### src/pwmPkg.sv
package pwmPkg;

	typedef logic [11:0] pulseWidth_t;     // Width or cycle length in PWM ticks
	typedef logic [15:0] audioSample_t;    // Signed audio out
	typedef logic [15:0] regWord_t;
	typedef logic [2:0]  regAddr_t;        // Word offset in the register block
	typedef logic [3:0]  timerCount_t;     // Sample periods per interrupt

	localparam int FIFO_DEPTH = 3;
	localparam int FIFO_PTR_W = $clog2(FIFO_DEPTH);
	localparam int FIFO_CNT_W = $clog2(FIFO_DEPTH + 1);

	typedef logic [FIFO_PTR_W-1:0] fifoPtr_t;
	typedef logic [FIFO_CNT_W-1:0] fifoCount_t;

	localparam regAddr_t ADDR_CTRL   = 3'd0;
	localparam regAddr_t ADDR_CYCLE  = 3'd1;
	localparam regAddr_t ADDR_LEFT   = 3'd2;
	localparam regAddr_t ADDR_RIGHT  = 3'd3;
	localparam regAddr_t ADDR_MONO   = 3'd4;   // Pushes both channels
	localparam regAddr_t ADDR_IRQCLR = 3'd5;

	// Writable bits of the control register
	localparam regWord_t CTRL_MASK = 16'h0F8F;

	typedef struct packed {
		logic [3:0]  reservedHi;
		timerCount_t interval;   // 0 behaves as 1
		logic        dreqEn;
		logic [2:0]  reservedLo;
		logic        irqEn;
		logic        mono;
		logic        rightEn;
		logic        leftEn;
	} pwmCtrl_t;

	// One CPU access, strobes last a single cycle
	typedef struct packed {
		regAddr_t addr;
		regWord_t data;
		logic     wrLo;
		logic     wrHi;
		logic     wrEn;
		logic     rdEn;
	} cpuBus_t;

endpackage
### src/pwmSound.sv
`timescale 1ns/1ns

module pwmSound import pwmPkg::*; (
	input  logic         CLK,
	input  logic         RST_N,
	input  logic         tickEn,
	input  cpuBus_t      bus,
	output regWord_t     rdData,
	output audioSample_t pwmLeft,
	output audioSample_t pwmRight,
	output logic         pwmIrq,
	output logic         pwmDreq
);

	pwmCtrl_t ctrl;
	pulseWidth_t cycle;
	logic restart;
	logic irqClear;
	logic pushLeft;
	logic pushRight;
	pulseWidth_t pushData;
	logic sampleTick;
	pulseWidth_t leftPopData;
	pulseWidth_t rightPopData;
	logic leftPopValid;
	logic rightPopValid;
	logic leftFull;
	logic leftEmpty;
	logic rightFull;
	logic rightEmpty;

	pwmRegs regs (
		.CLK(CLK), .RST_N(RST_N), .bus(bus), .rdData(rdData),
		.ctrl(ctrl), .cycle(cycle), .restart(restart), .irqClear(irqClear),
		.pushLeft(pushLeft), .pushRight(pushRight), .pushData(pushData),
		.leftFull(leftFull), .leftEmpty(leftEmpty),
		.rightFull(rightFull), .rightEmpty(rightEmpty)
	);

	pwmTimer timer (
		.CLK(CLK), .RST_N(RST_N), .tickEn(tickEn), .ctrl(ctrl), .cycle(cycle),
		.restart(restart), .irqClear(irqClear), .sampleTick(sampleTick),
		.pwmIrq(pwmIrq), .pwmDreq(pwmDreq)
	);

	// Both channels pop on the same sample tick
	pwmSampleFifo leftFifo (
		.CLK(CLK), .RST_N(RST_N), .push(pushLeft), .pushData(pushData),
		.pop(sampleTick), .popData(leftPopData), .popValid(leftPopValid),
		.full(leftFull), .empty(leftEmpty)
	);

	pwmSampleFifo rightFifo (
		.CLK(CLK), .RST_N(RST_N), .push(pushRight), .pushData(pushData),
		.pop(sampleTick), .popData(rightPopData), .popValid(rightPopValid),
		.full(rightFull), .empty(rightEmpty)
	);

	pwmOutput outStage (
		.CLK(CLK), .RST_N(RST_N), .mono(ctrl.mono), .cycle(cycle),
		.leftData(leftPopData), .rightData(rightPopData),
		.leftValid(leftPopValid), .rightValid(rightPopValid),
		.pwmLeft(pwmLeft), .pwmRight(pwmRight)
	);

endmodule

### src/pwmOutput.sv
`timescale 1ns/1ns

module pwmOutput import pwmPkg::*; (
	input  logic         CLK,
	input  logic         RST_N,
	input  logic         mono,
	input  pulseWidth_t  cycle,
	input  pulseWidth_t  leftData,
	input  pulseWidth_t  rightData,
	input  logic         leftValid,
	input  logic         rightValid,
	output audioSample_t pwmLeft,
	output audioSample_t pwmRight
);

	pulseWidth_t leftSrc;
	logic leftSrcValid;

	// Centre the width around half a cycle, clamping overlong widths
	function automatic pulseWidth_t centre(input pulseWidth_t width, input pulseWidth_t cyc);
		pulseWidth_t half;
		half = cyc >> 1;
		if (width == '0) return '0;
		if (width > cyc) return half;
		return width - half;
	endfunction

	// Short cycles get more gain
	function automatic audioSample_t scale(input pulseWidth_t value, input pulseWidth_t cyc);
		if (!cyc[11]) return {value[11], value[9:0], 5'b00000};
		return {value, 4'b0000};
	endfunction

	assign leftSrc = mono ? rightData : leftData;
	assign leftSrcValid = mono ? rightValid : leftValid;

	always_ff @(posedge CLK or negedge RST_N) begin
		if (!RST_N) begin
			pwmLeft <= '0;
			pwmRight <= '0;
		end else begin
			if (leftSrcValid) pwmLeft <= scale(centre(leftSrc, cycle), cycle);
			if (rightValid) pwmRight <= scale(centre(rightData, cycle), cycle);
		end
	end

endmodule

### src/pwmSampleFifo.sv
`timescale 1ns/1ns

module pwmSampleFifo import pwmPkg::*; (
	input  logic        CLK,
	input  logic        RST_N,
	input  logic        push,
	input  pulseWidth_t pushData,
	input  logic        pop,
	output pulseWidth_t popData,
	output logic        popValid,
	output logic        full,
	output logic        empty
);

	pulseWidth_t mem [FIFO_DEPTH];
	fifoPtr_t wrPtr;
	fifoPtr_t rdPtr;
	fifoCount_t count;
	logic doPush;
	logic doPop;

	function automatic fifoPtr_t nextPtr(input fifoPtr_t ptr);
		return (ptr == fifoPtr_t'(FIFO_DEPTH - 1)) ? '0 : ptr + 1'b1;
	endfunction

	assign full = (count == fifoCount_t'(FIFO_DEPTH));
	assign empty = (count == '0);
	assign doPush = push && !full;     // Dropped when full
	assign doPop = pop && !empty;

	always_ff @(posedge CLK) begin
		if (doPush) mem[wrPtr] <= pushData;
		if (doPop) popData <= mem[rdPtr];
	end

	always_ff @(posedge CLK or negedge RST_N) begin
		if (!RST_N) begin
			wrPtr <= '0;
			rdPtr <= '0;
			count <= '0;
			popValid <= 1'b0;
		end else begin
			popValid <= doPop;
			if (doPush) wrPtr <= nextPtr(wrPtr);
			if (doPop) rdPtr <= nextPtr(rdPtr);
			case ({doPush, doPop})
				2'b10: count <= count + 1'b1;
				2'b01: count <= count - 1'b1;
				default: ;      // Both or neither
			endcase
		end
	end

endmodule

### src/pwmTimer.sv
`timescale 1ns/1ns

module pwmTimer import pwmPkg::*; (
	input  logic        CLK,
	input  logic        RST_N,
	input  logic        tickEn,
	input  pwmCtrl_t    ctrl,
	input  pulseWidth_t cycle,
	input  logic        restart,
	input  logic        irqClear,
	output logic        sampleTick,
	output logic        pwmIrq,
	output logic        pwmDreq
);

	pulseWidth_t periodCnt;
	pulseWidth_t periodNext;
	timerCount_t intervalCnt;
	timerCount_t intervalNext;
	timerCount_t intervalLimit;
	logic running;
	logic intervalDone;

	assign running = (cycle != '0) && (ctrl.leftEn || ctrl.rightEn);
	assign periodNext = periodCnt + 1'b1;

	// Fires on the enabled tick that completes the period
	assign sampleTick = running && tickEn && !restart && (periodNext == cycle);

	assign intervalLimit = (ctrl.interval == '0) ? timerCount_t'(1) : ctrl.interval;
	assign intervalNext = intervalCnt + 1'b1;
	assign intervalDone = sampleTick && (intervalNext == intervalLimit);

	always_ff @(posedge CLK or negedge RST_N) begin
		if (!RST_N) begin
			periodCnt <= '0;
			intervalCnt <= '0;
			pwmIrq <= 1'b0;
			pwmDreq <= 1'b0;
		end else begin
			pwmDreq <= 1'b0;
			if (restart || !running) begin
				periodCnt <= '0;
				intervalCnt <= '0;
			end else if (sampleTick) begin
				periodCnt <= '0;
				intervalCnt <= intervalDone ? '0 : intervalNext;
			end else if (tickEn) begin
				periodCnt <= periodNext;
			end

			if (irqClear) pwmIrq <= 1'b0;
			if (intervalDone) begin
				if (ctrl.irqEn) pwmIrq <= 1'b1;    // Sticky until cleared
				pwmDreq <= ctrl.dreqEn;
			end
		end
	end

endmodule

### src/pwmRegs.sv
`timescale 1ns/1ns

module pwmRegs import pwmPkg::*; (
	input  logic        CLK,
	input  logic        RST_N,
	input  cpuBus_t     bus,
	output regWord_t    rdData,
	output pwmCtrl_t    ctrl,
	output pulseWidth_t cycle,
	output logic        restart,
	output logic        irqClear,
	output logic        pushLeft,
	output logic        pushRight,
	output pulseWidth_t pushData,
	input  logic        leftFull,
	input  logic        leftEmpty,
	input  logic        rightFull,
	input  logic        rightEmpty
);

	logic laneWrite;
	logic [7:0] hiLane;
	logic [7:0] loLane;

	assign laneWrite = bus.wrEn && (bus.wrLo || bus.wrHi);

	// Timer restarts on any control or cycle write
	assign restart = bus.wrEn && (bus.addr == ADDR_CTRL || bus.addr == ADDR_CYCLE);
	assign irqClear = bus.wrEn && (bus.addr == ADDR_IRQCLR);

	assign pushLeft = laneWrite && (bus.addr == ADDR_LEFT || bus.addr == ADDR_MONO);
	assign pushRight = laneWrite && (bus.addr == ADDR_RIGHT || bus.addr == ADDR_MONO);

	// Unwritten lanes push as zero
	assign hiLane = bus.wrHi ? bus.data[15:8] : 8'h00;
	assign loLane = bus.wrLo ? bus.data[7:0] : 8'h00;
	assign pushData = {hiLane[3:0], loLane};

	always_ff @(posedge CLK or negedge RST_N) begin
		if (!RST_N) begin
			ctrl <= '0;
			cycle <= '0;
		end else if (bus.wrEn) begin
			if (bus.addr == ADDR_CTRL) begin
				if (bus.wrLo) ctrl[7:0] <= bus.data[7:0] & CTRL_MASK[7:0];
				if (bus.wrHi) ctrl[15:8] <= bus.data[15:8] & CTRL_MASK[15:8];
			end
			if (bus.addr == ADDR_CYCLE) begin
				if (bus.wrLo) cycle[7:0] <= bus.data[7:0];
				if (bus.wrHi) cycle[11:8] <= bus.data[11:8];
			end
		end
	end

	always_ff @(posedge CLK or negedge RST_N) begin
		if (!RST_N) begin
			rdData <= '0;
		end else if (bus.rdEn) begin
			case (bus.addr)
				ADDR_CTRL: begin
					rdData <= ctrl;
				end
				ADDR_CYCLE: begin
					rdData <= {4'h0, cycle};
				end
				ADDR_LEFT: begin
					rdData <= {leftFull, leftEmpty, 14'h0000};
				end
				ADDR_RIGHT, ADDR_MONO: begin   // Mono reports the right side
					rdData <= {rightFull, rightEmpty, 14'h0000};
				end
				default: begin
					rdData <= '0;
				end
			endcase
		end
	end

endmodule

### config.mk
export PLATFORM = sky130hd
export DESIGN_NAME = pwmSound
export DESIGN_NICKNAME = d
export VERILOG_FILES = /design/src/pwmPkg.sv /design/src/pwmSound.sv /design/src/pwmOutput.sv /design/src/pwmSampleFifo.sv /design/src/pwmTimer.sv /design/src/pwmRegs.sv
export SDC_FILE = /design/constraint.sdc
export NUM_CORES = 1
export LEC_CHECK = 0
export BUFFER_PORTS_ARGS = -buffer_cell sky130_fd_sc_hd__buf_4
export CAP_MARGIN = 20
export CORE_AREA = 2 2 133 135
export CTS_BUF_LIST = sky130_fd_sc_hd__clkbuf_2 sky130_fd_sc_hd__clkbuf_4 sky130_fd_sc_hd__clkbuf_8
export CTS_CLUSTER_SIZE = 8
export DETAILED_ROUTE_END_ITERATION = 10
export DIE_AREA = 0 0 135 137
export PLACE_DENSITY = 0.85
export SLEW_MARGIN = 10
export SYNTH_ARGS = -nofsm -noshare
export SYNTH_HDL_FRONTEND = slang
export SYNTH_SLANG_ARGS = --single-unit
### constraint.sdc
create_clock -name CLK -period 4.2 [get_ports CLK]
set_input_delay 0.84 -clock CLK [delete_from_list [all_inputs] [get_ports CLK]]
set_output_delay 0.84 -clock CLK [all_outputs]
set_load 0.02 [all_outputs]
==> results.md, run 1 <==
- The run finished with clean final reports.
- Once the floorplan was initialized, standard cells occupied 59.6% of the core.
- The y dimension of the die is 137 um.
- The number of buffers added for setup after CTS is 0.
- The static leakage power is 4.51 nW.
- The overall track demand over capacity in global routing is 25.7%.
- The most common flop cell mapped by yosys is sky130_fd_sc_hd__edfxtp_1.
- Ranked by instance count, the synthesized netlist is headed by 96 x sky130_fd_sc_hd__edfxtp_1, 91 x sky130_fd_sc_hd__dfrtp_1, 86 x sky130_fd_sc_hd__nand2_1, 53 x sky130_fd_sc_hd__mux2i_1, 50 x sky130_fd_sc_hd__ha_1.
- After synthesis, the largest area contributor takes up 28.4% of total cell area.
- The minimum setup slack among reg-to-reg paths is 0.85 ns.
- The maximum buffer depth of the clock tree is 2.
- The filler cell count is 1310.
- The power per standard cell area is 451 mW/mm^2.
- The worst-case reg-to-reg path depth is 11.
- The area taken by flip-flops and latches is 0.00516 mm^2.
- The total buffers and inverters traversed by the critical path is 1.
- After synthesis, the netlist uses 72 different library cells.
- The normalized max-slew margin is 28.8%.
- The slowest cell on the critical path is sky130_fd_sc_hd__or4b_2.
- In this run the horizontal extent of the chip is 135 um.
- The largest net degree at the start of global routing is 39.
- At the end of the flow, the number of nets in the layout was 1035.
- The class of the worst hold path is input port to async pin.
- After synthesis, the cell types taking the most area are sky130_fd_sc_hd__edfxtp_1 28%, sky130_fd_sc_hd__dfrtp_1 22%, sky130_fd_sc_hd__ha_1 6.2%.
- Gates resized during post-CTS repair numbered 0.
- The number of enable-type register cells in the synthesized netlist is 96.
- The number of cells in the design after placement is 1163.
- Setup repair after global routing left no endpoint under its margin.
- In the synthesized netlist the async set-or-reset flop fraction comes to 48.7%.
- Dividing the final minimum period by the clock period gives 79.6%.
- The first global-routing pass estimated 36.0 mm of wire.
- In this run the tool buffered the top-level ports with 61 buffer cells.
- Summed over all layers, the global routing overflow is 0.
- The worst reg2reg path startpoint is timer.periodCnt[0]$_DFFE_PN0P_.
- Of all cell types, the one taking the most synthesized area is sky130_fd_sc_hd__edfxtp_1.
- The worst register-to-register path ends at leftFifo.count[1]$_DFFE_PN0P_.
- After clock tree synthesis, the clock-pin slew on the worst setup and hold paths is 0.10 ns.
- The via count of the first global-routing pass is 6868.
- In the final timing run, aggregate negative setup slack is 0 ns.
- The number of pins with negative max-slew slack in the final report is 0.
- The number of sinks handled by clock tree synthesis is 187.
- The total half-perimeter wirelength after legalization and detailed placement is 16.0 mm.
- The worst setup path is captured at a flop.
- The final RePlAce weighted congestion is 0.932.
- The biggest fanout along the worst timing path is 14.
- TritonCTS built the clock tree.
- The initial antenna violation count is 0.
- Row generation in the floorplan step produced 48 rows.
- For the worst setup path, the data required time is 4.59 ns.
- The cell with the most instances after synthesis is sky130_fd_sc_hd__edfxtp_1.
- The clock latency at the later pin of the worst-skew pair is 0.47 ns.
- In this design, the stage delay of the slowest critical-path cell is 0.67 ns.
- The number of instances in the synthesized netlist is 906.
- 0 antenna diodes ended up in the layout.
- The critical path goes through ha_1 -> and3_1 -> nand2_1 -> or4b_2 -> nand2_1 -> o2111ai_2 -> nor2_1 -> buf_4 -> ha_1 -> nor2_1 -> xor2_1.
- The final wirelength is 22.6 mm.
- The total setup violations reported at the end of the flow is 0.
- After clock tree synthesis, the flow added hold-fix buffers numbering 0.
- The setup path with the least slack is of type flop to flop.
- The first routing iteration left 753 violations.
- The post-route DRC violation count is 0.
- The number of violations of the max-capacitance limit is 0.
- In the final layout, the share of cells above drive strength 1 is 17.0%.
- The count of nets left with antenna violations once routing finished came out at 0.
- The number of search-and-repair iterations in the first detailed-routing pass is 6.
- The area of the mapped netlist is 0.0102 mm^2.
- The routed wirelength normalized by instance count is 18.9 um.
- For the final database, setup skew stands at 0.0103 ns.
- The gate family responsible for the most delay along the worst path is simple AND/OR/NAND/NOR gates.
- Counting flops and latches in the post-synthesis netlist gives 187.
- The post-layout minimum cycle time is 3.35 ns.
- The mean area per synthesized cell is 11.2 um^2.
- The critical path data arrival time is 3.74 ns.
- The peak ir drop on the vdd network is 315 uV.
- During synthesis, Yosys emitted a total of 0 warnings.
- The measured slew at the worst slew-check pin is 1.05 ns.
- Buffers inserted during clock tree synthesis total 17.
- The floorplan step defined a die boundary enclosing 0.0185 mm^2.
- The count of non-filler cells in the finished layout is 1195.
- In the routed layout, each cell is associated on average with a via count of 6.08.
- Sequential cells were found to cover 50.8% of the synthesized design area.
- CTS placed an instance of sky130_fd_sc_hd__clkbuf_8 at the clock tree root.
- STA classifies the critical path startpoint as a flop.
- The placeable core region is 0.0171 mm^2.
- The maximum level of the CTS H-tree is 4.
- The final count of hold timing violations is 0.
- Relative to the synthesized area, the layout overhead comes to 9.87%.
- In the final layout, the multi-input gates occupy 0.00460 mm^2.
- The timing-limited maximum frequency is 299 MHz.
- The routed via count is 7265.
- 76 I/O pins were placed.
[report_power, final]
part	total (mW)	switching [mW]	internal (mW)	leakage, nW
sequential	2.32	0.214	2.10	2.09
combinational	1.62	0.914	0.709	2.25
clock	1.10	0.665	0.430	0.181
[flip-flops by register name, summed over array words and instances, names as in the netlist, 4 cells and up]
| register | count |
|---|---|
| regs.ctrl | 9 |
| timer.intervalCnt | 4 |
| rightFifo.mem | 36 |
| leftFifo.mem | 36 |
| outStage.pwmRight | 12 |
| outStage.pwmLeft | 12 |
| regs.cycle | 12 |
| regs.rdData | 14 |
| leftFifo.popData | 12 |
| rightFifo.popData | 12 |
| timer.periodCnt | 12 |
[layout make-up]
cell class	count	area share, %
multi-input cells	628	41.2
clock inverters	14	1.03
repair buffers	82	5.51
clock buffers	18	2.16
inverters	41	1.38
flip-flops and latches	187	46.2
well taps	225	2.52
[through the flow]
step / utilization, % / power (mW) / hold slack (ns) / cell area (um^2) / setup WS, ns
global placement: 63.4 / 3.90 / 0.469 / 10800 / 0.998
floorplan: - / 3.49 / 0.470 / 10200 / 0.933
CTS: 65.5 / 5.03 / 0.309 / 11200 / 0.908
finish: 65.5 / 5.03 / 0.306 / 11200 / 0.855
global route: 65.5 / 5.31 / 0.320 / 11200 / 0.690
detailed placement: 63.4 / 3.95 / 0.489 / 10800 / 0.948
[kinds of logic after synthesis]
| family | after synthesis | share of synthesized area [%] |
|---|---|---|
| xor gates and xnor gates | 45 | 4.06 |
| and+or+nand+nor | 268 | 13.9 |
| adders and majority gates | 52 | 6.55 |
| buffers and inverters | 100 | 4.41 |
| DFF | 187 | 50.8 |
| muxes | 90 | 9.43 |
| AOI/OAI and AO/OA | 163 | 10.9 |
| other | 1 | 0.0369 |
[worst reg2reg max path: cells and delay by family (launching register included)]
| kind | cells | cell delay [ns] |
|---|---|---|
| AO/OA/AOI/OAI | 1 | 0.24 |
| XOR/XNOR | 1 | 0.16 |
| adder cells (fa/ha/maj) | 2 | 0.59 |
| buffers and inverters | 1 | 0.26 |
| flip-flops | 1 | 0.48 |
| AND/OR/NAND/NOR | 6 | 1.54 |
[metal layers]
metal  track usage, %  share of wire, %  vias to the layer above
li1                 -                 -                     3425
met5                0                 0                        -
met1             33.7                42                     3465
met4             11.3               3.5                        0
met2             41.4                47                      309
met3             5.59               7.6                       66
[worst max path at each step]
stage	startpoint	end	slack [ns]	depth (start not counted)
5_1_grt	regs.cycle[10]$_DFFE_PN0P_	outStage.pwmRight[13]$_DFFE_PN0P_	0.69	9
6_report	timer.periodCnt[0]$_DFFE_PN0P_	leftFifo.count[1]$_DFFE_PN0P_	0.85	11
2_1_floorplan	regs.cycle[11]$_DFFE_PN0P_	outStage.pwmLeft[10]$_DFFE_PN0P_	0.93	12
4_1_cts	timer.periodCnt[0]$_DFFE_PN0P_	rightFifo.rdPtr[0]$_DFFE_PN0P_	0.91	9
3_5_place_dp	timer.periodCnt[0]$_DFFE_PN0P_	leftFifo.count[1]$_DFFE_PN0P_	0.95	11
3_3_place_gp	regs.ctrl[2]$_DFFE_PN0P_	outStage.pwmLeft[13]$_DFFE_PN0P_	1.0	9
[cells in the final DEF, fill, tap and decap left out, types with 4 or more instances in the layout]
cell                        count
sky130_fd_sc_hd__nor3b_1        5
sky130_fd_sc_hd__nand4_1       12
sky130_fd_sc_hd__o211ai_1       7
sky130_fd_sc_hd__a211oi_1       4
sky130_fd_sc_hd__a21o_1         6
sky130_fd_sc_hd__edfxtp_1      96
sky130_fd_sc_hd__xnor2_1       31
sky130_fd_sc_hd__nor4b_1        9
sky130_fd_sc_hd__ha_1          50
sky130_fd_sc_hd__clkbuf_8      17
sky130_fd_sc_hd__nor2_1        30
sky130_fd_sc_hd__a21oi_1       28
sky130_fd_sc_hd__dfrtp_1       91
sky130_fd_sc_hd__xor2_1        13
sky130_fd_sc_hd__nand2_1       86
sky130_fd_sc_hd__o32ai_1        4
sky130_fd_sc_hd__inv_1         40
sky130_fd_sc_hd__a32o_1         7
sky130_fd_sc_hd__o221ai_1       7
sky130_fd_sc_hd__mux2_2        35
sky130_fd_sc_hd__nor3_1        16
sky130_fd_sc_hd__nand3b_1      10
sky130_fd_sc_hd__o2111ai_1      5
sky130_fd_sc_hd__buf_4         82
sky130_fd_sc_hd__and3_1        10
sky130_fd_sc_hd__nor4_1        12
sky130_fd_sc_hd__a31oi_1        5
sky130_fd_sc_hd__nand3_1       24
sky130_fd_sc_hd__a22o_1         4
sky130_fd_sc_hd__mux2i_1       53
sky130_fd_sc_hd__or3_1          4
sky130_fd_sc_hd__o31ai_1        5
sky130_fd_sc_hd__nand2b_1      12
sky130_fd_sc_hd__o22ai_1       15
sky130_fd_sc_hd__o21ai_0       41
sky130_fd_sc_hd__nor2b_1        7
sky130_fd_sc_hd__and2_1        16
sky130_fd_sc_hd__conb_1        10
No activity file was read; power rests on OpenSTA's default activity.
==> run 2: changes to the inputs <==
==> constraint.sdc (replaced) <==
create_clock -name CLK -period 3.25 [get_ports CLK]
set_input_delay 0.65 -clock CLK [delete_from_list [all_inputs] [get_ports CLK]]
set_output_delay 0.65 -clock CLK [all_outputs]
set_load 0.02 [all_outputs]
==> results.md, run 2 (synthesized netlist as in run 1, its figures left out) <==
- The initial antenna violation count is 0 (unchanged).
- The clock skew is 0.0166 ns (+0.00628 ns).
- The routed wirelength normalized by instance count came to 19.3 um (+2.0%).
- The count of non-filler cells in the finished layout is 1209 (+1.2%).
- The total half-perimeter wirelength after legalization and detailed placement is 16.5 mm (+3.2%).
- The final count of hold timing violations was 0 (unchanged).
- The class of the worst hold path is input port to async pin.
- The net load switching power came to 2.36 mW (+31%).
- The hold buffer count at CTS is 0 (unchanged).
- The number of nets in the finished design is 1049 (+1.4%).
- The number of inserted diodes is 0 (unchanged).
- The worst setup path is of the flop to flop kind.
- The final sum of negative setup slack is 0 ns (unchanged).
- The combinational cell fraction of total power is 33.0% (+0.8 points).
- The ratio of final minimum period to clock period is 95.6% (+16 points).
- The flow ran to the end, and the final reports show no timing, DRC or antenna violations.
- In the final layout, the registers with the most flip-flops are leftFifo.mem: 36 flops, rightFifo.mem: 36 flops, regs.rdData: 14 flops.
- The final RePlAce weighted congestion came to 0.918 (-1.6%).
- The worst reg2reg path startpoint is timer.periodCnt[1]$_DFFE_PN0P_.
- Setup repair after global routing left no endpoint under its margin.
- Leaving out fill and tap cells, the most frequent cell in the layout is sky130_fd_sc_hd__edfxtp_1.
- The area growth from synthesis to layout is 11.6%.
- The area taken by multi-input logic gates is 0.00460 mm^2 (unchanged).
- The capturing point of the worst reg2reg path is rightFifo.count[1]$_DFFE_PN0P_.
- The maximum buffer depth of the clock tree came to 2 (unchanged).
- The y dimension of the die is 137 um (unchanged).
- The measured slew at the worst slew-check pin is 1.06 ns (+0.00444 ns).
- STA classifies the critical path startpoint as a flop.
- The post-layout minimum cycle time was 3.11 ns (-0.237 ns).
- The share of power burned in registers is 44.1% (-1.9 points).
- The clock tree root driver cell is sky130_fd_sc_hd__clkbuf_8.
- The clock latency at the later pin of the worst-skew pair is 0.46 ns (about the same).
- The largest net degree at the start of global routing came to 54 (+38%).
- TritonCTS built the clock tree.
- The worst-case reg-to-reg path depth is 10 (-1).
- The post-detailed-route count of antenna-violating nets is 0 (unchanged).
- The maximum level of the CTS H-tree is 4 (unchanged).
- The minimum setup slack among reg-to-reg paths came to 0.14 ns (-0.71 ns).
- The horizontal extent of the die is 135 um (unchanged).
- The normalized max-slew margin is 28.5% (-0.30 points).
- The number of cells in the design after placement is 1175 (+1.0%).
- The timing-limited maximum frequency is 322 MHz (+7.6%).
- The switching share of power was 35.1% (-0.47 points).
- The type of destination of the critical path is a flop.
- The smallest setup slack after layout was 0.142 ns (-0.713 ns).
- The post-route DRC violation count came to 0 (unchanged).
- The static leakage power is 4.61 nW (+2.1%).
- The number of pins with negative max-slew slack in the final report came to 0 (unchanged).
- The peak ir drop on the vdd network is 509 uV (+62%).
- The number of vias per cell is 6.07 (-0.15%).
- The number of sinks handled by clock tree synthesis came to 187 (unchanged).
- The number of search-and-repair iterations in the first detailed-routing pass is 5 (-1).
- The filler cell count is 1283 (-2.1%).
- The ratio of cells with drive above 1 in the final layout came to 18.5% (+1.5 points).
- The critical path data arrival time is 3.49 ns (-0.25 ns).
- The top cell types in the final layout, fill and taps aside, are 96 x sky130_fd_sc_hd__edfxtp_1, 93 x sky130_fd_sc_hd__buf_4, 90 x sky130_fd_sc_hd__dfrtp_1, 86 x sky130_fd_sc_hd__nand2_1, 53 x sky130_fd_sc_hd__mux2i_1.
- The required time of the critical path was 3.63 ns (-0.96 ns).
- The post-placement worst setup slack is 0.0943 ns (-0.854 ns).
- The starting DRC count in detailed routing is 700 (-7.0%).
- The overall track demand over capacity in global routing is 26.6% (+0.91 points).
- The remaining global-route overflow came to 0 (unchanged).
- The initial standard-cell utilization of the core is 59.6% (unchanged).
- The standard-cell row count is 48 (unchanged).
- The via count of the first global-routing pass is 7111 (+3.5%).
- The number of violations of the max-capacitance limit is 0 (unchanged).
- The placeable core region is 0.0171 mm^2 (unchanged).
- The internal power summed over all cells is 4.35 mW (+34%).
- The routed via count is 7339 (+1.0%).
- The total of buffers placed on input and output ports was 61 (unchanged).
- The number of clock buffers inserted by TritonCTS is 17 (unchanged).
- The total setup violations reported at the end of the flow is 0 (unchanged).
- The power per standard cell area is 591 mW/mm^2 (+31%).
- The clock group share of total power came to 22.9% (+1.1 points).
- The wire length of the first global-routing pass came to 37.5 mm (+4.4%).
- The area taken by flip-flops and latches is 0.00516 mm^2 (about the same).
- The final wirelength was 23.4 mm (+3.2%).
- The number of I/O pins is 76 (unchanged).
- The clock transition at the registers of the reported paths is 0.10 ns (about the same).
- The full die area is 0.0185 mm^2 (unchanged).
- The biggest fanout along the worst timing path was 6 (-8).
- The fraction of the core area covered by cells at the end of the flow is 66.5% (+1.0 points).
[run 2: layout make-up]
cell class                      count  share of cell area (%)
Timing Repair Buffer               96                    6.68
Sequential cell                   187                    45.5
Inverter                           41                    1.37
Clock buffer                       20                    2.26
Multi-Input combinational cell    628                    40.6
Tap cell                          225                    2.48
Clock inverter                     12                    1.16
[run 2: critical path: stages, from the launching register on]
cell,delay [ns]
sky130_fd_sc_hd__dfrtp_1,0.43
sky130_fd_sc_hd__ha_1,0.27
sky130_fd_sc_hd__and3_1,0.29
sky130_fd_sc_hd__nand2_1,0.14
sky130_fd_sc_hd__or4b_2,0.67
sky130_fd_sc_hd__nand2_1,0.11
sky130_fd_sc_hd__o2111ai_2,0.23
sky130_fd_sc_hd__nor2_2,0.31
sky130_fd_sc_hd__ha_1,0.30
sky130_fd_sc_hd__nor2_1,0.14
sky130_fd_sc_hd__xor2_1,0.15
[run 2: power by group through the flow]
| stage | registers [mW] | clock network, mW | logic, mW |
|---|---|---|---|
| 6_report | 2.96 | 1.53 | 2.21 |
| 4_1_cts | 2.96 | 1.56 | 2.16 |
| 3_5_place_dp | 3.01 | 0 | 2.14 |
| 3_3_place_gp | 3.00 | 0 | 2.08 |
| 2_1_floorplan | 2.95 | 0 | 1.55 |
| 5_1_grt | 2.99 | 1.65 | 2.41 |
[run 2: worst max path at each step]
| stage | from | to | slack (ns) | depth (start not counted) |
|---|---|---|---|---|
| 6_report | timer.periodCnt[1]$_DFFE_PN0P_ | rightFifo.count[1]$_DFFE_PN0P_ | 0.14 | 10 |
| 5_1_grt | timer.periodCnt[1]$_DFFE_PN0P_ | rightFifo.count[1]$_DFFE_PN0P_ | 0.02 | 10 |
| 4_1_cts | regs.ctrl[2]$_DFFE_PN0P_ | outStage.pwmLeft[13]$_DFFE_PN0P_ | 0.09 | 11 |
| 3_5_place_dp | regs.ctrl[2]$_DFFE_PN0P_ | outStage.pwmLeft[13]$_DFFE_PN0P_ | 0.09 | 11 |
| 3_3_place_gp | regs.ctrl[2]$_DFFE_PN0P_ | outStage.pwmLeft[13]$_DFFE_PN0P_ | 0.16 | 10 |
| 2_1_floorplan | timer.periodCnt[0]$_DFFE_PN0P_ | leftFifo.count[1]$_DFFE_PN0P_ | 0.01 | 10 |
[run 2: repair_timing]
action                                  in CTS  in global routing
gates resized for setup                      0                  1
endpoints found under the setup margin       0                 11
setup buffers                                0                  2
[run 2: routing by layer]
layer  up-vias  part of all wire [%]  GRT usage (%)
li1       3446                     -              -
met1      3503                    42           35.3
met2       325                    47           42.6
met3        65                   7.7           5.26
met4         0                   3.7           12.1
met5         -                     0              0
[run 2: through the flow]
stage / total power, mW / hold WS [ns] / cell area [um^2]
global route: 7.05 / 0.255 / 11300
floorplan: 4.51 / 0.354 / 10200
detailed placement: 5.16 / 0.476 / 10900
CTS: 6.68 / 0.218 / 11300
finish: 6.71 / 0.218 / 11300
global placement: 5.08 / 0.472 / 10900
